`src/include/sad_defines.svh`:
```
`ifndef SAD_DEFINES_SVH
`define SAD_DEFINES_SVH

// ========================================
// Activation and block geometry
// ========================================

// One activation value
`define SAD_DATA_WIDTH 8

// Activations per dense block, also the flag word width
`define SAD_BLOCK_DEPTH 32

// Dense block width, all places side by side
`define SAD_BLOCK_WIDTH (`SAD_DATA_WIDTH * `SAD_BLOCK_DEPTH)

// ========================================
// Global buffer geometry
// ========================================

// Buffer address, 256 words
`define SAD_ADDR_WIDTH 8

// Words per global buffer
`define SAD_GBUF_DEPTH (1 << `SAD_ADDR_WIDTH)

// Non-zero count, 0 up to BLOCK_DEPTH inclusive
`define SAD_CNT_WIDTH 6

`endif

```
`src/design/sad_pkg.sv`:
```
`default_nettype none

package sad_pkg;

    `include "sad_defines.svh"

    // Single compressed activation
    typedef logic [`SAD_DATA_WIDTH-1:0] act_t;

    // Non-zero bitmap of one block
    typedef logic [`SAD_BLOCK_DEPTH-1:0] flag_t;

    // Read address into either buffer
    typedef logic [`SAD_ADDR_WIDTH-1:0] addr_t;

    // Popcount of a flag word
    typedef logic [`SAD_CNT_WIDTH-1:0] cnt_t;

    // Dense block, place i at bits [i*8 +: 8]
    typedef logic [`SAD_BLOCK_WIDTH-1:0] block_t;

    // Distributor control sequence
    typedef enum logic [1:0] {
        IDLE,
        CHECK,
        PACK,
        HOLD
    } ctrl_state_t;

endpackage

`default_nettype wire

```
`src/design/act_dist_ctrl.sv`:
```
`timescale 1ns/100ps
`default_nettype none

module act_dist_ctrl
    import sad_pkg::*;
(
    input  logic clk,
    input  logic rst_n,
    // Request for the next dense block
    input  logic fetch,
    // Flag buffer has the next word
    input  logic flag_val,
    // Packer finished the block
    input  logic done,
    // Single flag read strobe
    output logic flag_rd,
    // Block, flags stable for the consumer
    output logic rdy
);

    // ========================================
    // State register
    // ========================================

    ctrl_state_t state;
    ctrl_state_t next_state;

    always_ff @(posedge clk or negedge rst_n) begin
        if (!rst_n) begin
            state <= IDLE;
        end else begin
            state <= next_state;
        end
    end

    // ========================================
    // Next state
    // ========================================

    always_comb begin
        next_state = state;
        unique case (state)
            // Nothing fetched yet
            IDLE: begin
                if (fetch) begin
                    next_state = CHECK;
                end
            end
            // Wait for the flag word of the next block
            CHECK: begin
                if (flag_val) begin
                    next_state = PACK;
                end
            end
            // Flag read, popcount and scatter in flight
            // Fetch pulses here are dropped
            PACK: begin
                if (done) begin
                    next_state = HOLD;
                end
            end
            // Block presented until the next request
            HOLD: begin
                if (fetch) begin
                    next_state = CHECK;
                end
            end
            default: begin
                next_state = IDLE;
            end
        endcase
    end

    // ========================================
    // Outputs
    // ========================================

    // Only the CHECK to PACK step reads a flag word,
    // so exactly one read per block
    assign flag_rd = (state == CHECK) && flag_val;

    // Ready is the HOLD level itself
    assign rdy = (state == HOLD);

endmodule

`default_nettype wire

```
`config.mk`:
```
export PLATFORM = sky130hd
export DESIGN_NAME = act_dist_ctrl
export DESIGN_NICKNAME = d
export VERILOG_FILES = /design/src/design/sad_pkg.sv /design/src/design/act_dist_ctrl.sv
export VERILOG_INCLUDE_DIRS = /design/src /design/src/include
export SDC_FILE = /design/constraint.sdc
export NUM_CORES = 1
export LEC_CHECK = 0
export BUFFER_PORTS_ARGS = -buffer_cell sky130_fd_sc_hd__buf_4
export CAP_MARGIN = 25
export CORE_AREA = 2 2 39 41
export CTS_BUF_LIST = sky130_fd_sc_hd__clkbuf_4
export DETAILED_ROUTE_END_ITERATION = 6
export DIE_AREA = 0 0 41 43
export SYNTH_ARGS = -nofsm -noshare
export SYNTH_HDL_FRONTEND = slang
export SYNTH_SLANG_ARGS = --single-unit
```
`constraint.sdc`:
```
create_clock -name clk -period 1.1 [get_ports clk]
set_input_delay 0.22 -clock clk [delete_from_list [all_inputs] [get_ports clk]]
set_output_delay 0.22 -clock clk [all_outputs]
set_load 0.02 [all_outputs]
```
==> summary.txt <==
Floorplan
  • Die area: 1760 µm²
  • I/O Pins: 7
  • Core box area: 1380 µm²
  • Die width: 41 µm
  • # rows: 14
  • Initial Utilization: 11.6%
  • Die Ht: 43 µm

Drt
  • Initial DRC count: 0
  • Final WL: 407 µm
  • DRC errors left: 0
  • Vias per inst: 3.63
  • ANT nets after route: 0
  • 1st-pass router iterations: 1
  • Via count: 174
  • Wirelength per Cell: 8.48 µm

Global routing
  • GR peak layer: met4
  • GR Util met3: 3.14%
  • GR Util met2: 7.81%
  • Vias in the first global route: 193
  • First-pass GRT wire length: 683 µm
  • Largest net degree at the start of global routing: 4
  • Global route total overflow: 0
  • Initial antenna violation count: 0
  • Met1 GRT Util: 6.73%
  • Global Route Usage Sum: 6.72%

Clock network
  • Htree depth: 1
  • Clock slew seen by the registers of the worst setup and hold paths: 0.03 ns
  • Clock sink count: 2
  • CTS tree: built
  • Worst-skew pair later-pin latency: 0.22 ns
  • CTS Root Cell: clkbuf_4
  • TritonCTS Buffers: 3
  • Deepest clock path buffer count: 2

Finish
  • Multi-input gate area: 138 µm²
  • Fill cells: 157
  • Proportion of layout cells with a drive suffix above 1: 71.9%
  • Max reg flops: 2
  • Nets@finish: 42
  • Layout Area Growth over Synthesis: 124%
  • Largest Register: state
  • Largest regs: state (2)
  • ANT cells: 0
  • Non-filler cells, final: 48
  • FF/Latch Area: 50.0 µm²

Timing
  • Max transition margin: 87.6%
  • RSZ-0062 raised after global routing: true
  • Number of hold violations in the final report: 0
  • Setup-failing EPs final: 4
  • Final min period: 1.30 ns
  • Fmax: 771 MHz
  • Least-Margin Pin Slew: 0.185 ns
  • Setup Skew: 0.00315 ns
  • Worst setup margin: -0.197 ns
  • Final period util: 118%
  • Final Max Tran Viols: 0

Placed design
  • Dpl ws: -0.141 ns
  • RD Place Congestion: 0.668
  • Placed cells: 40
  • Port Buf Inserts: 6
  • HPWL after DPL: 262 µm

Synth
  • Top cells by area, synth: dfrtp_1 (31%), ha_1 (23%), inv_1 (9.4%)
  • Syn Std Cell Area: 160 µm²
  • Synth area leader: dfrtp_1
  • Register area share after synthesis: 31.3%
  • Synth warn: 0
  • Syn_nets: 24
  • Syn Inst Count: 16
  • Synth top area share: 31.3%
  • #FFs+latches synth: 2
  • Synth Area per Inst: 10.0 µm²
  • Yosys cell types: 9

Power
  • PD cells: 3070 nW/µm²
  • Static leakage: 0.170 nW
  • Max rail drop VDD: 699 µV

Worst setup path
  • Worst-path maximum fanout: 3
  • CP Buf/Inv Count: 2
  • Kind of critical path: reg -> reg
  • Slowest CP cell: dfrtp_1
  • Worst setup EP type: flip-flop
  • R2R cell count: 5
  • Worst endpoint required time: 1.21 ns
  • Worst-path cell chain: buf_6, ha_4, inv_4, o221a_1, mux2i_1
  • Data arrival, critical path: 1.40 ns
  • Critical Path Stages: 5
  • Top Family by Delay on Critical Path: flip-flops
  • Worst path max stage delay: 0.39 ns
  • Crit start category: flip-flop

Run
  • Max-cap check violation count: 0

Worst hold path
  • Hold Crit Class: in -> async

Outcome
  • Status: complete, but fails checks
  • Failing checks: setup timing
-- report_power, final --
part / leakage [nW] / total (mW) / internal, mW / switching, mW
sequential: 0.0222 / 0.151 / 0.113 / 0.0386
clock: 0.0138 / 0.163 / 0.120 / 0.0427
combinational: 0.134 / 0.786 / 0.464 / 0.322
total: 0.170 / 1.10 / 0.697 / 0.404
-- placed cells by master (no fill, tap or decap) --
cell type / count
dlygate4sd3_1: 1
clkbuf_4: 3
buf_6: 3
nand2b_1: 1
o22ai_1: 1
inv_2: 2
dfrtp_1: 2
and2_4: 1
inv_4: 1
ha_1: 1
o22ai_2: 1
o221a_4: 1
buf_4: 9
ha_4: 2
o221a_1: 1
inv_1: 1
mux2i_1: 1
-- synthesized netlist by cell type (all sizes together) --
master	n
o221a	2
nand2b	1
mux2i	1
dfrtp	2
o22ai	2
and2	1
inv	4
ha	3
-- stage by stage --
step                power [mW]  utilization [%]  hold WS (ns)  setup TNS [ns]  cell area (µm²)
finish                    1.10             25.9         0.314          -0.722              359
global route              1.21             25.9         0.316          -0.953              359
CTS                       1.03             24.6         0.302          -0.720              340
detailed placement       0.634             18.3       0.00495          -0.371              253
global placement         0.627             18.3       0.00506          -0.349              253
floorplan                0.475                -       -0.0756          -0.131              173
-- worst register-to-register path, delay by kind of cell (launching register included) --
kind | cells | cell delay (ns)
flops | 1 | 0.39
fa+ha+maj | 1 | 0.27
compound gates | 1 | 0.24
buf+inv | 2 | 0.17
mux | 1 | 0.12
-- logic make-up after synthesis --
kind of cell             synth area share [%]
buffers and inverters                    9.37
adder cells (fa/ha/maj)                  23.4
flip-flops                               31.3
AO/OA/AOI/OAI                            21.9
AND/OR/NAND/NOR                          7.82
multiplexers                             6.25
-- what timing repair did --
item,CTS,global route
gates resized for setup,8,2
hold endpoints to repair,2,0
endpoints found under the setup margin,4,4
hold buffers,1,0
buffers inserted,3,1
pin swaps,3,2
-- layer usage --
| layer | vias up | wire length, µm | share of wire (%) |
|---|---|---|---|
| met2 | 4 | 225 | 55 |
| met3 | 0 | 16 | 3.9 |
| met5 | - | 0 | 0 |
| met4 | 0 | 0 | 0 |
| met1 | 80 | 164 | 40 |
| li1 | 90 | - | - |
-- path summary, 6_finish.rpt --
kind / endpoint / startpoint / slack [ns]
setup / recovery: state[1] / state[1] / -0.20
hold / removal: state[1] / rst_n / 0.31
setup reg to reg: state[1] / state[1] / -0.20
hold reg to reg: state[0] / state[0] / 0.72
max in group asynchronous: state[0] / rst_n / 0.70
min in group clk: state[0] / done / 0.36
-- layout make-up --
class	count	area share, %
Timing Repair Buffer	13	31.0
Inverter	4	4.88
Tap cell	16	5.57
Sequential cell	2	13.9
Multi-Input combinational cell	10	38.3
Clock buffer	3	6.27
(Power assumes the default switching activity.)
