**src/include/sad_defines.svh**
```systemverilog
`ifndef SAD_DEFINES_SVH
`define SAD_DEFINES_SVH

// ========================================
// Activation and block geometry
// ========================================

// One activation value
`define SAD_DATA_WIDTH 8

// Activations per dense block, also the flag word width
`define SAD_BLOCK_DEPTH 32

// Dense block width, all places side by side
`define SAD_BLOCK_WIDTH (`SAD_DATA_WIDTH * `SAD_BLOCK_DEPTH)

// ========================================
// Global buffer geometry
// ========================================

// Buffer address, 256 words
`define SAD_ADDR_WIDTH 8

// Words per global buffer
`define SAD_GBUF_DEPTH (1 << `SAD_ADDR_WIDTH)

// Non-zero count, 0 up to BLOCK_DEPTH inclusive
`define SAD_CNT_WIDTH 6

`endif

```
**src/design/sad_pkg.sv**
```systemverilog
`default_nettype none

package sad_pkg;

    `include "sad_defines.svh"

    // Single compressed activation
    typedef logic [`SAD_DATA_WIDTH-1:0] act_t;

    // Non-zero bitmap of one block
    typedef logic [`SAD_BLOCK_DEPTH-1:0] flag_t;

    // Read address into either buffer
    typedef logic [`SAD_ADDR_WIDTH-1:0] addr_t;

    // Popcount of a flag word
    typedef logic [`SAD_CNT_WIDTH-1:0] cnt_t;

    // Dense block, place i at bits [i*8 +: 8]
    typedef logic [`SAD_BLOCK_WIDTH-1:0] block_t;

    // Distributor control sequence
    typedef enum logic [1:0] {
        IDLE,
        CHECK,
        PACK,
        HOLD
    } ctrl_state_t;

endpackage

`default_nettype wire

```
**src/design/sad_gbuf_if.sv**
```systemverilog
`timescale 1ns/100ps
`default_nettype none

// Read port of one global buffer
interface sad_gbuf_if
    import sad_pkg::*;
#(
    parameter int WIDTH = 8
) ();

    // Read strobe and address, from the reader
    logic             en_rd;
    addr_t            addr_rd;
    // Registered read data, one cycle after en_rd
    logic [WIDTH-1:0] dat_rd;
    // Word at addr_rd has been written
    logic             val;

    modport reader (output en_rd, output addr_rd, input dat_rd, input val);

    modport buffer (input en_rd, input addr_rd, output dat_rd, output val);

endinterface

`default_nettype wire

```
**src/design/flag_fetch.sv**
```systemverilog
`timescale 1ns/100ps
`default_nettype none

module flag_fetch
    import sad_pkg::*;
(
    input  logic         clk,
    input  logic         rst_n,
    // One read per block from the controller
    input  logic         flag_rd,
    sad_gbuf_if.reader   flag_bus,
    // Flag buffer valid, passed to the controller
    output logic         flag_val,
    // Packer kick, with the count and bitmap
    output logic         start,
    output cnt_t         cnt,
    output flag_t        mask
);

    // Number of set bits in a flag word
    function automatic cnt_t popcount(input flag_t word);
        cnt_t sum;
        sum = '0;
        for (int i = 0; i < $bits(flag_t); i++) begin
            sum = sum + cnt_t'(word[i]);
        end
        return sum;
    endfunction

    addr_t flag_addr;
    // Read strobe delayed to line up with dat_rd
    logic  rd_d;

    assign flag_bus.en_rd   = flag_rd;
    assign flag_bus.addr_rd = flag_addr;
    assign flag_val         = flag_bus.val;

    // Next flag word on every read, never rewound
    always_ff @(posedge clk or negedge rst_n) begin
        if (!rst_n) begin
            flag_addr <= '0;
        end else if (flag_rd) begin
            flag_addr <= flag_addr + addr_t'(1);
        end
    end

    // Capture the word and its count, start follows
    always_ff @(posedge clk or negedge rst_n) begin
        if (!rst_n) begin
            rd_d  <= 1'b0;
            start <= 1'b0;
            cnt   <= '0;
            mask  <= '0;
        end else begin
            rd_d  <= flag_rd;
            start <= rd_d;
            if (rd_d) begin
                mask <= flag_bus.dat_rd;
                cnt  <= popcount(flag_bus.dat_rd);
            end
        end
    end

endmodule

`default_nettype wire

```
**src/flat_wrapper.sv**
```systemverilog
// flat-port wrapper written by rule: the top's interface ports become plain ports
module flag_fetch_flat import sad_pkg::*;
  (clk, rst_n, flag_rd, flag_val, start, cnt, mask, flag_bus_en_rd, flag_bus_addr_rd, flag_bus_dat_rd, flag_bus_val);
  sad_gbuf_if flag_bus_i ();
  input  logic clk;
  input  logic rst_n;
  input  logic flag_rd;
  output logic flag_val;
  output logic start;
  output cnt_t cnt;
  output flag_t mask;
  output wire logic [$bits(flag_bus_i.en_rd)-1:0] flag_bus_en_rd;
  output wire logic [$bits(flag_bus_i.addr_rd)-1:0] flag_bus_addr_rd;
  input wire logic [$bits(flag_bus_i.dat_rd)-1:0] flag_bus_dat_rd;
  input wire logic [$bits(flag_bus_i.val)-1:0] flag_bus_val;
  assign flag_bus_en_rd = flag_bus_i.en_rd;
  assign flag_bus_addr_rd = flag_bus_i.addr_rd;
  assign flag_bus_i.dat_rd = flag_bus_dat_rd;
  assign flag_bus_i.val = flag_bus_val;
  flag_fetch u_core (.clk(clk), .rst_n(rst_n), .flag_rd(flag_rd), .flag_bus(flag_bus_i), .flag_val(flag_val), .start(start), .cnt(cnt), .mask(mask));
endmodule
```
**config.mk**
```make
export PLATFORM = sky130hd
export DESIGN_NAME = flag_fetch_flat
export DESIGN_NICKNAME = d
export VERILOG_FILES = /design/src/design/sad_pkg.sv /design/src/design/sad_gbuf_if.sv /design/src/design/flag_fetch.sv /design/src/flat_wrapper.sv
export VERILOG_INCLUDE_DIRS = /design/src /design/src/include
export SDC_FILE = /design/constraint.sdc
export NUM_CORES = 1
export LEC_CHECK = 0
export BUFFER_PORTS_ARGS = -buffer_cell sky130_fd_sc_hd__buf_2
export CORE_UTILIZATION = 45
export DETAILED_ROUTE_END_ITERATION = 7
export PLACE_DENSITY = 0.79
export SYNTH_ARGS = -nofsm -noshare
export SYNTH_HDL_FRONTEND = slang
export SYNTH_SLANG_ARGS = --single-unit
```
**constraint.sdc**
```tcl
create_clock -name clk -period 1.1 [get_ports clk]
set_input_delay 0.055 -clock clk [delete_from_list [all_inputs] [get_ports clk]]
set_output_delay 0.055 -clock clk [all_outputs]
set_load 0.01 [all_outputs]
```
==> metrics.txt <==
Final setup violation count 4; area inside the core boundary 2520 µm²; area fraction in and, or, nand and nor cells after synthesis 0.0460; number of synthesized register bits 22; worst setup skew after layout 0.00640 ns; Detailed Routing Iterations Pass 1 4; clock transition time at the flip-flop clock pins of the worst setup and hold paths 0.12 ns; count of different cell masters after synthesis 17; clock latency of the later-clocked register in the worst-skew pair approximately 0.3 ns; worst-case vdd ir drop around 0.0017 V; Tcrit/Tclk final 2.05; antenna violations before repair 0; Worst Path Class, Setup in2reg; Fmax about 440 MHz; via count of the first global-routing pass 795; DR vias/cell between 4 and 5; number of cells traversed by the worst register-to-register path 2; Fin. Hold Viols 0; max-capacitance violation count 0; width of the chip approximately 54 µm; layout-stage area growth over the synthesis result 25.6%; top library cells by usage in the layout, fill and taps aside buf_2, conb_1, dfrtp_1, inv_1; clock tree from TritonCTS yes; number of buffers inserted by port buffering 32; setup repair after global routing missed its margin true; FILL cells approximately 200; worst path arrival time between 2 and 2.5 ns; maximum number of pins on one net before global-route repair 23; vertical die dimension around 54 µm; gate count after technology mapping 106; initial core utilization 0.486; residual overflow from global routing 0; largest family of logic cells by synthesized area buffers and inverters; Min-Delay Path Depth 0; violations in the final reports negative setup slack; average wire per cell in the routed design around 11 µm; vias after detailed routing 799; xor/xnor share of the synthesized area 0.0572; register area share after synthesis 0.449; CTS Buf Count 3; ANT nets after route 0; compound-gate portion of the synthesized area 0.00919; library cell used as clock root buffer clkbuf_4; fin crit period about 2.3 ns; FP Rows 18; half-perimeter wire length after detailed placement 1.47 mm; total power density per cell area about 1800 nW/µm²; Total Nets Final roughly 170; Total Wirelength approximately 2.1 mm; Initial DRC Count 4; Final Power roughly 2800 µW; most common cell after layout, fill and taps aside buf_2; share of final-layout standard cells stronger than drive strength 1 0.392; leakage component of the power just over 0.0008 µW; fin. max-slew vios 0; fin worst setup slack -1.16 ns; netlist area before placement ~1200 µm²; outcome finished with violations; worst hold path type in2out; crit start category input port; number of antenna diodes 0; required time of the critical path 1.30 ns; Post-route DRC 0; count of H-tree levels built during CTS 1; multiplexer share of the synthesized area 0.108; syn avg cell area between 10 and 15 µm²; top-level I/O count between 60 and 70; worst slack, placed -1.57 ns; number of sinks on the clock net 22; type of element capturing the critical path flop; adder-cell share of the synthesized area 0.106; crit path max fanout 2; global-route wire length before repair approximately 3.3 mm; gp weighted congestion roughly 0.7; Setup TNS Final -3.58 ns; number of warnings printed during yosys synthesis 0; Clock Tree Buf Depth 2; full die area between 2000 and 3000 µm²; Total Routing Usage GR 0.164
==> sequential cells by signal (all words and copies together), names as in the netlist <==
name and flops:
u_core.rd_d 1, u_core.start 1, u_core.mask 8, u_core.cnt 4, u_core.flag_bus.addr_rd 8
==> layout make-up <==
type                            instances  area, µm²  area share
Clock buffer                            3       22.5      0.0146
Clock inverter                          1       30.0      0.0195
Inverter                               14       52.6      0.0341
Multi-Input combinational cell         66        518       0.337
Sequential cell                        22        552       0.359
Tap cell                               30       37.5      0.0244
Timing Repair Buffer                   47        327       0.212
==> metrics by stage <==
stage          cell area (µm²)  instances   util  hold slack [ns]
2_1_floorplan             1340        131      -           -0.241
6_report                  1540        183  0.610            0.110
3_5_place_dp              1360        168  0.538           0.0479
4_1_cts                   1530        182  0.605            0.110
3_3_place_gp              1360        168  0.538           0.0366
5_1_grt                   1540        183  0.610            0.110
==> per-layer routing <==
layer,routed length (µm),global-route usage,up-vias
met5,0,0,-
met2,1170,0.307,31
met3,119,0.0339,0
li1,-,-,372
met4,0,0.0513,0
met1,811,0.181,396
==> repair_timing <==
action                                  4_1_cts  5_1_grt
hold buffers                                 10        0
hold endpoints to repair                     31        0
endpoints found under the setup margin        4        5
resized for setup                             4        3
gates cloned                                  0        0
pin swaps                                     0        2
buffers inserted                              0        1
==> Yosys cell counts <==
cell	number	area share
fa_1	4	0.065
mux2i_1	2	0.016
nand4_1	3	0.015
a21oi_1	1	0.0041
inv_1	14	0.043
xor2_1	4	0.029
mux2_2	10	0.092
nor2_2	1	0.0051
dfrtp_1	22	0.45
nand2_1	3	0.0092
conb_1	1	0.0031
ha_1	4	0.041
nand4_2	1	0.010
xnor2_1	4	0.029
buf_4	29	0.18
nor2_1	2	0.0061
o22ai_1	1	0.0051
==> worst paths after layout <==
| kind | end | slack [ns] | start |
|---|---|---|---|
| max | u_core.cnt[2]$_DFFE_PN0P_ | -1.16 | flag_bus_dat_rd[1] |
| min | flag_val | 0.11 | flag_bus_val |
| max reg2reg | u_core.flag_bus.addr_rd[1]$_DFFE_PN0P_ | 0.05 | u_core.flag_bus.addr_rd[0]$_DFFE_PN0P_ |
| min reg2reg | u_core.flag_bus.addr_rd[7]$_DFFE_PN0P_ | 0.48 | u_core.flag_bus.addr_rd[7]$_DFFE_PN0P_ |
| max in group asynchronous | u_core.flag_bus.addr_rd[0]$_DFFE_PN0P_ | 0.49 | rst_n |
| min in group asynchronous | u_core.cnt[0]$_DFFE_PN0P_ | 0.24 | rst_n |
==> cells by family after synthesis <==
group                      count (synthesis)
other                                      1
xor gates and xnor gates                   8
AOI/OAI and AO/OA                          2
and+or+nand+nor                           10
DFF                                       22
muxes                                     12
adders and majority gates                  8
buffers and inverters                     43
==> power breakdown <==
group | leakage [µW] | internal, µW | switching, µW
Combinational | 0.000526 | 492 | 490
Clock | 0.0000279 | 368 | 240
Sequential | 0.000264 | 1020 | 172
==> worst max-delay path, cell delays in order <==
cell	delay, ns
buf_8	0.10
ha_4	0.25
inv_2	0.03
fa_1	0.49
fa_1	0.43
fa_2	0.37
fa_2	0.35
xnor2_1	0.13
mux2_2	0.26
Note: power is estimated with default switching activity, not from simulation.
