===== src/include/sad_defines.svh =====
`ifndef SAD_DEFINES_SVH
`define SAD_DEFINES_SVH

// ========================================
// Activation and block geometry
// ========================================

// One activation value
`define SAD_DATA_WIDTH 8

// Activations per dense block, also the flag word width
`define SAD_BLOCK_DEPTH 32

// Dense block width, all places side by side
`define SAD_BLOCK_WIDTH (`SAD_DATA_WIDTH * `SAD_BLOCK_DEPTH)

// ========================================
// Global buffer geometry
// ========================================

// Buffer address, 256 words
`define SAD_ADDR_WIDTH 8

// Words per global buffer
`define SAD_GBUF_DEPTH (1 << `SAD_ADDR_WIDTH)

// Non-zero count, 0 up to BLOCK_DEPTH inclusive
`define SAD_CNT_WIDTH 6

`endif


===== src/design/sad_pkg.sv =====
`default_nettype none

package sad_pkg;

    `include "sad_defines.svh"

    // Single compressed activation
    typedef logic [`SAD_DATA_WIDTH-1:0] act_t;

    // Non-zero bitmap of one block
    typedef logic [`SAD_BLOCK_DEPTH-1:0] flag_t;

    // Read address into either buffer
    typedef logic [`SAD_ADDR_WIDTH-1:0] addr_t;

    // Popcount of a flag word
    typedef logic [`SAD_CNT_WIDTH-1:0] cnt_t;

    // Dense block, place i at bits [i*8 +: 8]
    typedef logic [`SAD_BLOCK_WIDTH-1:0] block_t;

    // Distributor control sequence
    typedef enum logic [1:0] {
        IDLE,
        CHECK,
        PACK,
        HOLD
    } ctrl_state_t;

endpackage

`default_nettype wire


===== src/design/sad_gbuf_if.sv =====
`timescale 1ns/100ps
`default_nettype none

// Read port of one global buffer
interface sad_gbuf_if
    import sad_pkg::*;
#(
    parameter int WIDTH = 8
) ();

    // Read strobe and address, from the reader
    logic             en_rd;
    addr_t            addr_rd;
    // Registered read data, one cycle after en_rd
    logic [WIDTH-1:0] dat_rd;
    // Word at addr_rd has been written
    logic             val;

    modport reader (output en_rd, output addr_rd, input dat_rd, input val);

    modport buffer (input en_rd, input addr_rd, output dat_rd, output val);

endinterface

`default_nettype wire


===== src/design/sad_gbuf.sv =====
`timescale 1ns/100ps
`default_nettype none

`include "sad_defines.svh"

module sad_gbuf #(
    parameter int WIDTH = 8
) (
    input  logic             clk,
    input  logic             rst_n,
    // Sequential write side
    input  logic             wr_en,
    input  logic [WIDTH-1:0] wr_dat,
    // Read side
    sad_gbuf_if.buffer       rd
);

    localparam int unsigned DEPTH = `SAD_GBUF_DEPTH;

    // ========================================
    // Storage and write pointer
    // ========================================

    logic [WIDTH-1:0]          mem [DEPTH];

    // One extra bit so a full buffer reads as 256
    logic [`SAD_ADDR_WIDTH:0]  wr_cnt;
    logic                      full;
    logic                      wr_ok;

    assign full  = wr_cnt[`SAD_ADDR_WIDTH];
    // Writes past the last word are dropped
    assign wr_ok = wr_en && !full;

    always_ff @(posedge clk or negedge rst_n) begin
        if (!rst_n) begin
            wr_cnt <= '0;
        end else if (wr_ok) begin
            wr_cnt <= wr_cnt + 1'b1;
        end
    end

    always_ff @(posedge clk) begin
        if (wr_ok) begin
            mem[wr_cnt[`SAD_ADDR_WIDTH-1:0]] <= wr_dat;
        end
    end

    // ========================================
    // Read port
    // ========================================

    // Data for addr_rd is present once the writer has passed it
    assign rd.val = wr_cnt > {1'b0, rd.addr_rd};

    // Registered read, data one cycle after en_rd
    always_ff @(posedge clk) begin
        if (rd.en_rd) begin
            rd.dat_rd <= mem[rd.addr_rd];
        end
    end

endmodule

`default_nettype wire


===== src/flat_wrapper.sv =====
// flat-port wrapper written by rule: the top's interface ports become plain ports
module sad_gbuf_flat 
#(
    parameter int WIDTH = 8
)
  (clk, rst_n, wr_en, wr_dat, rd_en_rd, rd_addr_rd, rd_dat_rd, rd_val);
  sad_gbuf_if #(.WIDTH(WIDTH)) rd_i ();
  input  logic clk;
  input  logic rst_n;
  input  logic wr_en;
  input  logic [WIDTH-1:0] wr_dat;
  input wire logic [$bits(rd_i.en_rd)-1:0] rd_en_rd;
  input wire logic [$bits(rd_i.addr_rd)-1:0] rd_addr_rd;
  output wire logic [$bits(rd_i.dat_rd)-1:0] rd_dat_rd;
  output wire logic [$bits(rd_i.val)-1:0] rd_val;
  assign rd_i.en_rd = rd_en_rd;
  assign rd_i.addr_rd = rd_addr_rd;
  assign rd_dat_rd = rd_i.dat_rd;
  assign rd_val = rd_i.val;
  sad_gbuf #(.WIDTH(WIDTH)) u_core (.clk(clk), .rst_n(rst_n), .wr_en(wr_en), .wr_dat(wr_dat), .rd(rd_i));
endmodule

===== config.mk =====
export PLATFORM = sky130hd
export DESIGN_NAME = sad_gbuf_flat
export DESIGN_NICKNAME = d
export VERILOG_FILES = /design/src/design/sad_pkg.sv /design/src/design/sad_gbuf_if.sv /design/src/design/sad_gbuf.sv /design/src/flat_wrapper.sv
export VERILOG_INCLUDE_DIRS = /design/src /design/src/include
export SDC_FILE = /design/constraint.sdc
export NUM_CORES = 2
export LEC_CHECK = 0
export BUFFER_PORTS_ARGS = -buffer_cell sky130_fd_sc_hd__clkbuf_2
export CORE_UTILIZATION = 55
export DETAILED_ROUTE_END_ITERATION = 10
export GPL_TIMING_DRIVEN = 1
export PLACE_DENSITY = 0.71
export SLEW_MARGIN = 20
export SYNTH_ARGS = -nofsm -noshare
export SYNTH_HDL_FRONTEND = slang
export SYNTH_SLANG_ARGS = --single-unit

===== constraint.sdc =====
create_clock -name clk -period 2.43 [get_ports clk]
set_input_delay 0.1215 -clock clk [delete_from_list [all_inputs] [get_ports clk]]
set_output_delay 0.1215 -clock clk [all_outputs]
set_load 0.01 [all_outputs]

==> impl_metrics.tcl <==
set metrics [dict create \
    outcome "finished with violations" \
    violations "setup timing" \
    htree_num_levels 4 \
    wirelength_mm 200.0 \
    max-clock-path-buffers 3 \
    p_per_area_nw_per_um2 807.8 \
    wl_per_cell_um 30.61 \
    start_util_pct 55.62 \
    synth_seq_cells 2065 \
    final_common_cell "edfxtp_1" \
    yosysTopAreaCellShare_pct 76.99 \
    grt_overflow_total 0 \
    ys_types 55 \
    cp_top_family "compound AO/OA/AOI/OAI gates" \
    place_area_sq_um 87150 \
    drt-met1-wl_mm 75.57 \
    reg2regPathDepth 7 \
    design_area_sq_um 93820 \
    fin_ws_ns -0.3138 \
    vias 42120 \
    rsz0062_at_grt "true" \
    crit_required_ns 2.31 \
    fmax_mhz 364.5 \
    fin_cells 6533 \
    cp_num_cells 10 \
    dp.cells 6166 \
    crit_chain "ha_4 > nor2b_1 > o21a_1 > o21a_1 > o21ai_1 > nand2b_1 > a21oi_1 > o21ai_1 > buf_4 > clkbuf_2" \
    grt_usage_pct 27.47 \
    async_reset_ff_share_pct 0.4358 \
    startpoint_type "flop" \
    slew_headroom_pct 41.67 \
    synth_nets 3842 \
    crit_fanout 2 \
    dr_wl_met2_mm 96.65 \
    finalCritPeriodShare_pct 112.9 \
    r2r_slack_ns -0.02 \
    drt-initial-drc-count 5709 \
    netlist_top_cells_area "edfxtp_1 77%, mux4_2 12%, mux2i_1 1.5%" \
    finalNetCount 4510 \
    antenna_found_initial 9 \
    p_seq_share_pct 52.5 \
    grt_pass1_wl_mm 290.3 \
    hold_viol 0 \
    worst_path_max_delay_cell "dfrtp_2" \
    drive_above_1_share_pct 31.27 \
    hold_class "input pin to flop" \
    die_w_um 383.8 \
    end_kind "output port" \
    io_pins 29 \
    cts_buffers 199 \
    synth_top_area_cell "edfxtp_1" \
    io_buffers 28 \
    swShare_pct 22.57 \
    fin_util_pct 65.07 \
    drt_first_pass_iters 6 \
    post-route-drc-count 0 \
    maxCapViolCount 0 \
    dp_slack_ns -0.8276 \
    top_layer_used "met5" \
    dieArea_sq_um 147300 \
    cts_tree "done" \
    arrival_ns 2.62 \
    die_h_um 383.8 \
    ant_nets 0 \
    layout_common_cells "2056 x edfxtp_1, 590 x buf_4, 438 x mux4_2, 283 x nor2_1, 201 x clkbuf_16" \
    grt_max_degree 97 \
    yosysWarnings 0 \
    crit_end "rd_val" \
    synth-edff-count 2056 \
    pwr-share-comb_pct 7.9 \
    core_area_sq_um 144200 \
    p_leak_uw 0.03060 \
    finalSetupViolCount 2 \
    drv_slew 0 \
    min_path_cells 2 \
    syn_avg_cell_area_sq_um 21.05 \
    worstMarginPinSlew_ns 0.8697 \
    vias_per_cell 6.447 \
    place.gp.congestion 0.9094 \
    min_period_ns 2.744 \
    crit_type "flop to output port" \
    clock-root-buffer "clkbuf_16" \
    worstSetupStartpoint "u_core.wr_cnt[1]$_DFFE_PN0P_" \
    cp.buffers_inverters 2 \
    worstReg2RegStart "u_core.mem[243][3]$_DFFE_PP_" \
    insertion_delay_ns 0.85 \
    syn_to_final_growth_pct 17.00 \
    finClkSkew_ns 0.04883 \
    wl_met3_mm 20.63 \
    ys.flop_type "edfxtp_1" \
    reg2reg_to "u_core.rd.dat_rd[3]$_DFFE_PP_" \
    grt_pass1_vias 42030 \
    cts_sinks 2065 \
    fp-row-count 139 \
    pwr-share-clk_pct 39.6 \
    ys_seq_area_share_pct 77.27 \
    p_total_uw 75790 \
    ir_drop_uv 674.2 \
    internal-power_uw 58680 \
    syn_area_sq_um 80190 \
    switchingPower_uw 17110 \
    place_hpwl_mm 128.4 \
    synthCells 3810 \
    cts.reportedPaths.clkPinSlew_ns 0.06 \
    slowest_delay_ns 0.44 \
]
==> routing by layer <==
metal / global-route usage [%] / vias to the layer above
met5: 0 / -
met4: 9.886 / 6
met3: 5.248 / 379
met2: 43.29 / 2468
met1: 38.75 / 21980
li1: - / 17280
==> synth_stat cells (all sizes together) (6+ instances only) <==
cell     instances
a22oi          120
nand3           30
o22ai           46
o21ai           37
nand2           92
mux4           453
ha              12
xnor2            7
dfrtp            9
a221oi          27
a22o            27
a31oi           10
nor2b           16
nor2           292
clkbuf         107
nor4            12
nand4           11
mux2            11
inv              9
nor3            13
a211oi          10
a2111oi          6
a21oi           91
mux2i          119
o221ai          30
buf            123
edfxtp        2056
==> worst register-to-register path, delay by kind of cell, from the launching register on <==
kind	cells	cell delay, ns
DFF	1	0.36
and+or+nand+nor	3	0.66
muxes	1	0.49
AOI/OAI and AO/OA	3	0.70
==> timing repair <==
action | 4_1_cts | 5_1_grt
setup buffers | 2 | 1
setup endpoints to repair | 9 | 8
pin swaps | 10 | 11
hold buffers | 12 | 0
gates resized for setup | 41 | 13
hold endpoints to repair | 708 | 0
==> worst min-delay path by stage <==
stage / end / slack, ns / start
final: u_core.mem[66][5]$_DFFE_PP_ / 0.12 / wr_dat[5]
after global routing: u_core.mem[66][5]$_DFFE_PP_ / 0.12 / wr_dat[5]
after CTS: u_core.mem[66][5]$_DFFE_PP_ / 0.08 / wr_dat[5]
after detailed placement: u_core.wr_cnt[8]$_DFFE_PN0P_ / 0.002 / rst_n
after global placement: u_core.wr_cnt[7]$_DFFE_PN0P_ / -0.002 / rst_n
after floorplan: u_core.wr_cnt[0]$_DFFE_PN0P_ / -0.17 / rst_n
==> sequential cells by signal, indices dropped and copies added, names as in the netlist <==
name	flops
u_core.mem	2048
u_core.rd.dat_rd	8
u_core.wr_cnt	9
==> power groups by stage <==
stage,Clock (uW),Combinational (uW),Sequential (uW)
finish,30000,5980,39800
global route,31600,6250,39800
CTS,30400,5870,39800
detailed placement,0,5710,40500
global placement,0,5630,40500
floorplan,0,2760,40400
==> cell families after synthesis <==
logic type	Yosys count	share of synthesized area, %
simple gates	481	2.504
buf+inv	240	1.876
mux	583	14.45
xor+xnor	7	0.07646
flops	2065	77.27
fa+ha+maj	12	0.1872
compound gates	422	3.636
==> area by class of cell <==
type                    instances  area (sq um)
flip-flops and latches       2065         61970
fillers                      9146         50360
multi-input cells            1505         17010
repair buffers                697          6121
clock buffers                 250          5214
well taps                    1903          2381
clock inverters               101          1084
inverters                      10         37.54
diodes                          2         5.005
==> through the flow <==
step	setup TNS, ns	hold WS (ns)
4_1_cts	-0.3499	0.07711
5_1_grt	-0.4727	0.1201
3_5_place_dp	-5.059	0.001772
2_1_floorplan	0	-0.1741
6_report	-0.3359	0.1180
3_3_place_gp	-5.042	-0.001664
Power figures use the tool's default switching activity.
