### config.mk
export PLATFORM = sky130hd
export DESIGN_NAME = act_packer_flat
export DESIGN_NICKNAME = d
export VERILOG_FILES = /design/src/design/sad_pkg.sv /design/src/design/sad_gbuf_if.sv /design/src/design/act_packer.sv /design/src/flat_wrapper.sv
export VERILOG_INCLUDE_DIRS = /design/src /design/src/include
export SDC_FILE = /design/constraint.sdc
export NUM_CORES = 1
export LEC_CHECK = 0
export BUFFER_PORTS_ARGS = -buffer_cell sky130_fd_sc_hd__clkbuf_2
export CAP_MARGIN = 20
export CORE_MARGIN = 8
export CORE_UTILIZATION = 50
export CTS_CLUSTER_DIAMETER = 60
export CTS_CLUSTER_SIZE = 8
export DETAILED_ROUTE_END_ITERATION = 10
export HOLD_SLACK_MARGIN = 0.03
export PLACE_DENSITY = 0.73
export SLEW_MARGIN = 20
export SYNTH_ARGS = -nofsm -noshare
export SYNTH_HDL_FRONTEND = slang
export SYNTH_SLANG_ARGS = --single-unit
### constraint.sdc
create_clock -name clk -period 2.7 [get_ports clk]
set_input_delay 0.135 -clock clk [delete_from_list [all_inputs] [get_ports clk]]
set_output_delay 0.135 -clock clk [all_outputs]
set_load 0.1 [all_outputs]
### src/include/sad_defines.svh
`ifndef SAD_DEFINES_SVH
`define SAD_DEFINES_SVH

// ========================================
// Activation and block geometry
// ========================================

// One activation value
`define SAD_DATA_WIDTH 8

// Activations per dense block, also the flag word width
`define SAD_BLOCK_DEPTH 32

// Dense block width, all places side by side
`define SAD_BLOCK_WIDTH (`SAD_DATA_WIDTH * `SAD_BLOCK_DEPTH)

// ========================================
// Global buffer geometry
// ========================================

// Buffer address, 256 words
`define SAD_ADDR_WIDTH 8

// Words per global buffer
`define SAD_GBUF_DEPTH (1 << `SAD_ADDR_WIDTH)

// Non-zero count, 0 up to BLOCK_DEPTH inclusive
`define SAD_CNT_WIDTH 6

`endif

### src/design/sad_pkg.sv
`default_nettype none

package sad_pkg;

    `include "sad_defines.svh"

    // Single compressed activation
    typedef logic [`SAD_DATA_WIDTH-1:0] act_t;

    // Non-zero bitmap of one block
    typedef logic [`SAD_BLOCK_DEPTH-1:0] flag_t;

    // Read address into either buffer
    typedef logic [`SAD_ADDR_WIDTH-1:0] addr_t;

    // Popcount of a flag word
    typedef logic [`SAD_CNT_WIDTH-1:0] cnt_t;

    // Dense block, place i at bits [i*8 +: 8]
    typedef logic [`SAD_BLOCK_WIDTH-1:0] block_t;

    // Distributor control sequence
    typedef enum logic [1:0] {
        IDLE,
        CHECK,
        PACK,
        HOLD
    } ctrl_state_t;

endpackage

`default_nettype wire

### src/design/sad_gbuf_if.sv
`timescale 1ns/100ps
`default_nettype none

// Read port of one global buffer
interface sad_gbuf_if
    import sad_pkg::*;
#(
    parameter int WIDTH = 8
) ();

    // Read strobe and address, from the reader
    logic             en_rd;
    addr_t            addr_rd;
    // Registered read data, one cycle after en_rd
    logic [WIDTH-1:0] dat_rd;
    // Word at addr_rd has been written
    logic             val;

    modport reader (output en_rd, output addr_rd, input dat_rd, input val);

    modport buffer (input en_rd, input addr_rd, output dat_rd, output val);

endinterface

`default_nettype wire

### src/design/act_packer.sv
`timescale 1ns/100ps
`default_nettype none

`include "sad_defines.svh"

module act_packer
    import sad_pkg::*;
(
    input  logic         clk,
    input  logic         rst_n,
    // Block kick from flag_fetch
    input  logic         start,
    input  cnt_t         cnt,
    input  flag_t        mask,
    sad_gbuf_if.reader   act_bus,
    // Dense block out
    output block_t       blk,
    output logic         done
);

    // ========================================
    // Read side
    // ========================================

    addr_t act_addr;
    // Reads still to issue for this block
    cnt_t  rem;
    // Read issued last cycle, dat_rd is live
    logic  val_dat;

    // Only read words that exist in the buffer
    assign act_bus.en_rd   = (rem != '0) && act_bus.val;
    assign act_bus.addr_rd = act_addr;

    always_ff @(posedge clk or negedge rst_n) begin
        if (!rst_n) begin
            act_addr <= '0;
            rem      <= '0;
            val_dat  <= 1'b0;
            done     <= 1'b0;
        end else begin
            val_dat <= act_bus.en_rd;
            // Zero count bypasses, else last read lands next cycle
            done    <= (start && (cnt == '0)) ||
                       (act_bus.en_rd && (rem == cnt_t'(1)));
            if (act_bus.en_rd) begin
                act_addr <= act_addr + addr_t'(1);
            end
            if (start) begin
                rem <= cnt;
            end else if (act_bus.en_rd) begin
                rem <= rem - cnt_t'(1);
            end
        end
    end

    // ========================================
    // Scatter side
    // ========================================

    // Flagged places not yet filled
    flag_t open_mask;
    // Lowest open place, one-hot
    flag_t low_bit;

    assign low_bit = open_mask & (~open_mask + flag_t'(1));

    always_ff @(posedge clk or negedge rst_n) begin
        if (!rst_n) begin
            open_mask <= '0;
            blk       <= '0;
        end else if (start) begin
            // Unflagged places stay zero
            open_mask <= mask;
            blk       <= '0;
        end else if (val_dat) begin
            open_mask <= open_mask & ~low_bit;
            for (int i = 0; i < `SAD_BLOCK_DEPTH; i++) begin
                if (low_bit[i]) begin
                    blk[i*`SAD_DATA_WIDTH +: `SAD_DATA_WIDTH] <= act_bus.dat_rd;
                end
            end
        end
    end

endmodule

`default_nettype wire

### src/flat_wrapper.sv
// flat-port wrapper written by rule: the top's interface ports become plain ports
module act_packer_flat import sad_pkg::*;
  (clk, rst_n, start, cnt, mask, blk, done, act_bus_en_rd, act_bus_addr_rd, act_bus_dat_rd, act_bus_val);
  sad_gbuf_if act_bus_i ();
  input  logic clk;
  input  logic rst_n;
  input  logic start;
  input  cnt_t cnt;
  input  flag_t mask;
  output block_t blk;
  output logic done;
  output wire logic [$bits(act_bus_i.en_rd)-1:0] act_bus_en_rd;
  output wire logic [$bits(act_bus_i.addr_rd)-1:0] act_bus_addr_rd;
  input wire logic [$bits(act_bus_i.dat_rd)-1:0] act_bus_dat_rd;
  input wire logic [$bits(act_bus_i.val)-1:0] act_bus_val;
  assign act_bus_en_rd = act_bus_i.en_rd;
  assign act_bus_addr_rd = act_bus_i.addr_rd;
  assign act_bus_i.dat_rd = act_bus_dat_rd;
  assign act_bus_i.val = act_bus_val;
  act_packer u_core (.clk(clk), .rst_n(rst_n), .start(start), .cnt(cnt), .mask(mask), .act_bus(act_bus_i), .blk(blk), .done(done));
endmodule
==> results of run 1 <==
cells in the mapped netlist, drive strengths merged, types with 4 or more instances:
cell	instances	area share, %
mux2	17	1.4
and2	6	0.28
o41ai	4	0.26
nand2b	126	5.8
mux2i	161	12
o21ai	85	3.1
and4	5	0.32
dfrtp	304	56
nand2	129	3.6
nor2	62	1.7
o31ai	9	0.50
or4	7	0.44
a21oi	66	2.5
xor2	5	0.32
nor2b	12	0.56
nor4	18	1.9
nand4	24	1.1
buf	13	0.46
clkbuf	71	2.0
inv	11	0.31
xnor2	6	0.39
ha	4	0.37
nand3	59	2.2
nor3	11	0.56
and3	4	0.19
repair_timing:
item / in CTS / in global routing
hold endpoints to repair: 121 / 0
endpoints found under the setup margin: 0 / 1
resized for setup: 0 / 1
hold buffers: 41 / 0
buffers inserted: 0 / 0
area by class of cell:
| class | count | area [µm²] |
|---|---|---|
| Sequential cell | 304 | 7610 |
| Timing Repair Buffer | 398 | 2370 |
| Tap cell | 341 | 427 |
| Clock inverter | 4 | 52.6 |
| Clock buffer | 49 | 1190 |
| Fill cell | 2128 | 9490 |
| Multi-Input combinational cell | 843 | 5540 |
| Inverter | 12 | 45.0 |
flip-flops by register name, summed over array words and instances (netlist names):
signal                  cells
u_core.done                 1
u_core.val_dat              1
u_core.blk                256
u_core.act_bus.addr_rd      8
u_core.rem                  6
u_core.open_mask           32
stage by stage:
step                worst slack (ps)  total power [mW]  area, µm²
finish                           176              11.8      17200
global route                    29.6              12.2      17200
CTS                             82.6              11.9      17200
detailed placement               273              6.75      15600
global placement                 359              6.73      15600
floorplan                       57.6              6.24      13500
worst max-delay path by stage:
stage	startpoint	to	slack, ps	depth (start not counted)
after floorplan	u_core.rem[3]	u_core.act_bus.addr_rd[4]	60	5
after global placement	u_core.open_mask[2]	u_core.blk[232]	360	4
after detailed placement	u_core.open_mask[2]	u_core.blk[176]	270	4
after CTS	u_core.rem[3]	act_bus_en_rd	80	5
after global routing	u_core.rem[2]	act_bus_en_rd	30	5
final	u_core.rem[3]	act_bus_en_rd	180	5
worst register-to-register path, cell delays in order (launching register included):
cell,delay [ps]
dfrtp_1,460
nor3_2,540
nand2_1,290
or4_1,820
mux2i_1,200
routing by layer:
layer,up-vias,track usage (%),wire length [µm]
met1,5428,32.2,17300
met3,80,7.40,3490
li1,4984,-,-
met5,-,0,0
met4,0,7.94,1050
met2,440,41.0,19900
cell families (layout without fill, tap and decap cells):
| group | after synthesis | after routing |
|---|---|---|
| fa+ha+maj | 4 | 4 |
| simple gates | 473 | 473 |
| xor+xnor | 11 | 11 |
| flops | 304 | 304 |
| buf+inv | 96 | 463 |
| mux | 178 | 178 |
| compound gates | 177 | 177 |
power by group:
part,internal (mW),switching (mW)
clock network,3.17,1.91
registers,4.73,0.197
logic,0.400,1.41
layout by cell type (no fill, tap or decap), types with 4 or more instances in the layout:
cell type / n
and2_1: 5
or4_1: 5
and3_1: 4
dfrtp_1: 304
nor4_4: 8
o41ai_1: 4
o31ai_1: 9
xnor2_1: 6
clkbuf_16: 47
xor2_1: 5
o21ai_0: 83
nor3_1: 8
nor4_2: 4
and4_1: 5
nand3_1: 59
nand2_1: 129
ha_1: 4
mux2i_1: 161
nand4_1: 24
clkbuf_2: 312
nor4_1: 6
inv_1: 11
buf_4: 38
nor2b_1: 12
a21oi_1: 65
mux2_1: 8
buf_12: 4
dlygate4sd3_1: 41
nand2b_1: 126
nor2_1: 62
mux2_2: 9
==> qor.yml, run 1 <==
run:
  maxCapViolCount: 0
synthesis:
  syn_area_per_cell_um2: 10.9
  synthFlopType: "dfrtp_1"
  synth-adder-area-share_pct: 0.370
  synth_xor_xnor_area_share_pct: 0.712
  synth_cell_types: 57
  synthesis.nets: 1297
  synth-compound-area-share_pct: 7.21
  synthSimpleGateAreaFrac_pct: 19.4
  ys_ff_latch: 304
  netlist_instances: 1243
  synth_warnings: 0
  async_flop_share_pct: 100
  synth_top_family_by_area: "simple AND/OR/NAND/NOR gates"
  synthMuxAreaShare_pct: 13.3
  synth_edf_count: 0
  synth_area_mm2: 0.0135
  synth_seq_area_share_pct: 56.3
critical_path:
  cp.required_ps: 2570
  reg2reg_to: "u_core.blk[176]"
  reg2reg_slack_ps: 210
  cpMaxStageDelayCell: "or3_1"
  crit_buf_inv: 3
  crit_family: "buffers and inverters"
  path_cells: "or3_1 -> o21ai_1 -> buf_4 -> clkinv_1 -> buf_2"
  r2r_start: "u_core.open_mask[2]"
  slowest_delay_ps: 420
  reg2regPathDepth: 4
  critPathCaptureType: "output port"
  arrival_ps: 2390
  critPathLaunchType: "register"
  worstPathMaxFanout: 10
  critical_path_class: "reg2out"
grt:
  grt.total_usage_pct: 25.3
  grt_pass1_wl_um: 66400
  grt_max_degree: 191
  gr-total-overflow: 0
  antenna_found_initial: 0
  grt_pass1_vias: 11600
sta:
  period_needed_ps: 2520
  slew_headroom_pct: 32.4
  rsz0062_at_grt: "no"
  tightest_slew_ps: 1010
  hold_viol_final: 0
  skew_ps: 26.6
  setup_tns_ps: 0
  holdWs_ps: 44.3
  finalCritPeriodShare_pct: 93.5
  setup_viol: 0
  finalMaxSlewViolations: 0
  fmax_mhz: 396
floorplanning:
  design.die.area_mm2: 0.0326
  ios: 316
  coreArea_mm2: 0.0267
  die_height_um: 180
  start_util_pct: 50.6
  fp.dieW_um: 180
  row_count: 60
power:
  p_leak_nw: 8.88
  power_density_mw_per_mm2: 685
  peakVddDrop_mv: 0.509
route:
  dr.pass1.iters: 5
  routed_wl_um: 41800
  via_per_inst: 5.60
  vias: 10900
  drc: 0
  wire_per_inst_um: 21.4
  initialDrtViolationCount: 842
  ant_nets: 0
place:
  hpwl_um: 28100
  portBuffers: 315
  place_inst: 1857
  gp_congestion: 0.922
finish:
  drive_above_1_share_pct: 27.6
  finish.utilization_pct: 64.5
  stdcell_count: 1951
  synthToLayoutAreaGrowth_pct: 27.5
  antenna_cells: 0
  fin_nets: 1658
clocking:
  clk_pin_slew_ps: 50
  clock_path_buffers: 3
  insertion_delay_ps: 530
  cts_num_sinks: 304
  htreeDepth: 2
  cts_made_buffers: 45
  cts_tree: "done"
  clockRootBuffer: "clkbuf_16"
hold_path:
  worstHoldStart: "act_bus_val"
  hp-class: "in2reg"
  hold-path-endpoint: "u_core.rem[5]"
  min_path_cells: 4
status:
  status: "finished clean"
Note: power is estimated with default switching activity, not from simulation.
==> run 2: changes to the inputs <==
- CORE_ASPECT_RATIO: not set -> 0.75
- CORE_UTILIZATION: 50 -> 49
- PLACE_DENSITY: 0.73 -> 0.75
- clock period: 2.7 -> 2.2 ns (I/O delays scaled with it)
==> qor.yml, run 2 (synthesis gave the netlist of run 1 again) <==
route:
  ant_nets: 0  # unchanged
  via_per_inst: 5.64  # was 5.60
  vias: 11300  # was 10.9k
  dr.pass1.iters: 6  # was 5
  initialDrtViolationCount: 981  # was 842
  wire_per_inst_um: 21.8  # was 21.4 µm
  drc: 0  # unchanged
  routed_wl_um: 43700  # was 41800 µm
critical_path:
  worstPathMaxFanout: 13  # was 10
  slowest_delay_ps: 520  # was 420 ps
  reg2reg_slack_ps: 70  # was 210 ps
  startpoint: "u_core.open_mask[6]"  # was u_core.rem[3]
  cpMaxStageDelayCell: "or4_1"  # was or3_1
  critical_path_class: "reg2reg"  # was reg2out
  r2r_start: "u_core.open_mask[6]"  # was u_core.open_mask[2]
  critPathCaptureType: "register"  # was output port
  path_cells: "nor4_4 -> nand4_1 -> buf_6 -> or4_1 -> buf_4 -> mux2i_1"  # was or3_1 -> o21ai_1 -> buf_4 -> clkinv_1 -> buf_2
  reg2regPathDepth: 6  # was 4
  reg2reg_to: "u_core.blk[195]"  # was u_core.blk[176]
  critPathLaunchType: "register"  # unchanged
  cp.required_ps: 2580  # was 2570 ps
  arrival_ps: 2520  # was 2390 ps
status:
  status: "finished clean"  # unchanged
power:
  p_int_mw: 9.97  # was 8.30 mW
  p_leak_nw: 9.07  # was 8.88 nW
  p_seq_share_pct: 42.4  # was 41.7%
  power_density_mw_per_mm2: 810  # was 685 mW/mm²
  comb_power_share_pct: 16.2  # was 15.3%
  peakVddDrop_mv: 0.629  # was 0.509 mV
  switching_share_pct: 30.3  # was 29.8%
  power_switching_mw: 4.33  # was 3.52 mW
  pwr-share-clk_pct: 41.4  # was 43.0%
grt:
  grt_pass1_vias: 11800  # was 11.6k
  grt.total_usage_pct: 25.8  # was 25.3%
  antenna_found_initial: 2  # was 0
  grt_pass1_wl_um: 68700  # was 66400 µm
  gr-total-overflow: 0  # unchanged
  grt_max_degree: 72  # was 191
sta:
  finalMaxSlewViolations: 0  # unchanged
  skew_ps: 23.8  # was 26.6 ps
  period_needed_ps: 2130
  hold_viol_final: 0  # unchanged
  slew_headroom_pct: 51.9  # was 32.4%
  setup_viol: 0  # unchanged
  fmax_mhz: 469
  tightest_slew_ps: 719  # was 1010 ps
  finalCritPeriodShare_pct: 96.9
  holdWs_ps: 85.2  # was 44.3 ps
  setup_tns_ps: 0  # unchanged
clocking:
  clockRootBuffer: "clkbuf_16"  # unchanged
  clock_path_buffers: 3  # unchanged
  cts_tree: "done"  # unchanged
  cts_num_sinks: 304  # unchanged
  clk_pin_slew_ps: 50  # about the same
  htreeDepth: 2  # unchanged
  insertion_delay_ps: 540  # was 530 ps
  cts_made_buffers: 44  # was 45
place:
  gp_congestion: 0.927  # was 0.922
  hpwl_um: 30300  # was 28100 µm
  portBuffers: 315  # unchanged
finish:
  register_area_mm2: 0.00761  # about the same
  fin_nets: 1701  # was 1658
  multi_input_area_mm2: 0.00561  # was 0.00554 mm²
  regMostFlops: "u_core.blk"  # unchanged
  final_cell_mix: "clkbuf_2, dfrtp_1, mux2i_1"  # unchanged
  drive_above_1_share_pct: 29.7  # was 27.6%
  layout_commonest_cell: "clkbuf_2"  # unchanged
  nFillCells: 2152  # was 2128
  synthToLayoutAreaGrowth_pct: 30.6  # was 27.5%
  largest_reg_flops: 256  # unchanged
  finish.utilization_pct: 65.3  # was 64.5%
floorplanning:
  die_height_um: 160  # was 180 µm
  ios: 316  # unchanged
  coreArea_mm2: 0.0271  # was 0.0267 mm²
  row_count: 52  # was 60
  start_util_pct: 50.0  # was 50.6%
  fp.dieW_um: 208  # was 180 µm
  design.die.area_mm2: 0.0332  # was 0.0326 mm²
run:
  maxCapViolCount: 0  # unchanged
hold_path:
  hp-class: "in2async"  # was in2reg
-- run 2: stage by stage --
| step | cell area [µm²] | power, mW | cells | setup WS, ps |
|---|---|---|---|---|
| finish | 17700 | 14.3 | 2004 | 67.9 |
| global route | 17700 | 14.8 | 2004 | -37.7 |
| floorplan | 13500 | 7.66 | 1243 | 7.00 |
| CTS | 17600 | 14.4 | 2001 | 1.78 |
| detailed placement | 16000 | 8.36 | 1906 | 33.5 |
| global placement | 16000 | 8.33 | 1906 | 107 |
-- run 2: worst max path at each step --
stage	cells past startpoint	to
floorplan	5	u_core.act_bus.addr_rd[4]
detailed placement	5	u_core.blk[195]
global route	5	u_core.open_mask[31]
global placement	5	u_core.blk[234]
finish	6	u_core.blk[195]
CTS	5	u_core.blk[195]
-- run 2: layout make-up --
class	instances	area share, %
sequential	304	43.1
clock inverter	3	0.142
clock buffer	47	6.47
timing repair buffer	442	15.8
antenna	2	0.0283
multi-input combinational	843	31.7
tap	351	2.49
inverter	12	0.262
-- run 2: power groups by stage --
stage / Sequential (mW) / Clock [mW] / Combinational (mW)
2_1_floorplan: 7.02 / 0 / 0.634
6_report: 6.06 / 5.92 / 2.32
5_1_grt: 6.09 / 6.26 / 2.45
3_3_place_gp: 6.12 / 0 / 2.21
4_1_cts: 6.04 / 6.04 / 2.31
3_5_place_dp: 6.13 / 0 / 2.23
-- run 2: metal layers --
metal | share of wire [%] | up-vias | GRT usage (%) | wire [µm]
li1 | - | 5088 | - | -
met1 | 45 | 5636 | 35.4 | 19500
met2 | 45 | 479 | 39.8 | 19700
met3 | 7.7 | 91 | 6.88 | 3370
met4 | 2.4 | 0 | 7.41 | 1050
met5 | 0 | - | 0 | 0
-- run 2: critical path: cells and delay by family, from the launching register on --
family / cells / cell delay (ps)
flip-flops: 1 / 460
multiplexers: 1 / 140
AND/OR/NAND/NOR: 3 / 980
buffers and inverters: 2 / 400
-- run 2: timing repair --
action                                  4_1_cts  5_1_grt
gates cloned                                  0        0
hold buffers                                 44        0
resized for setup                             0       12
buffers inserted                              1        1
pin swaps                                     0        3
hold endpoints to repair                    367        0
endpoints found under the setup margin        1       62
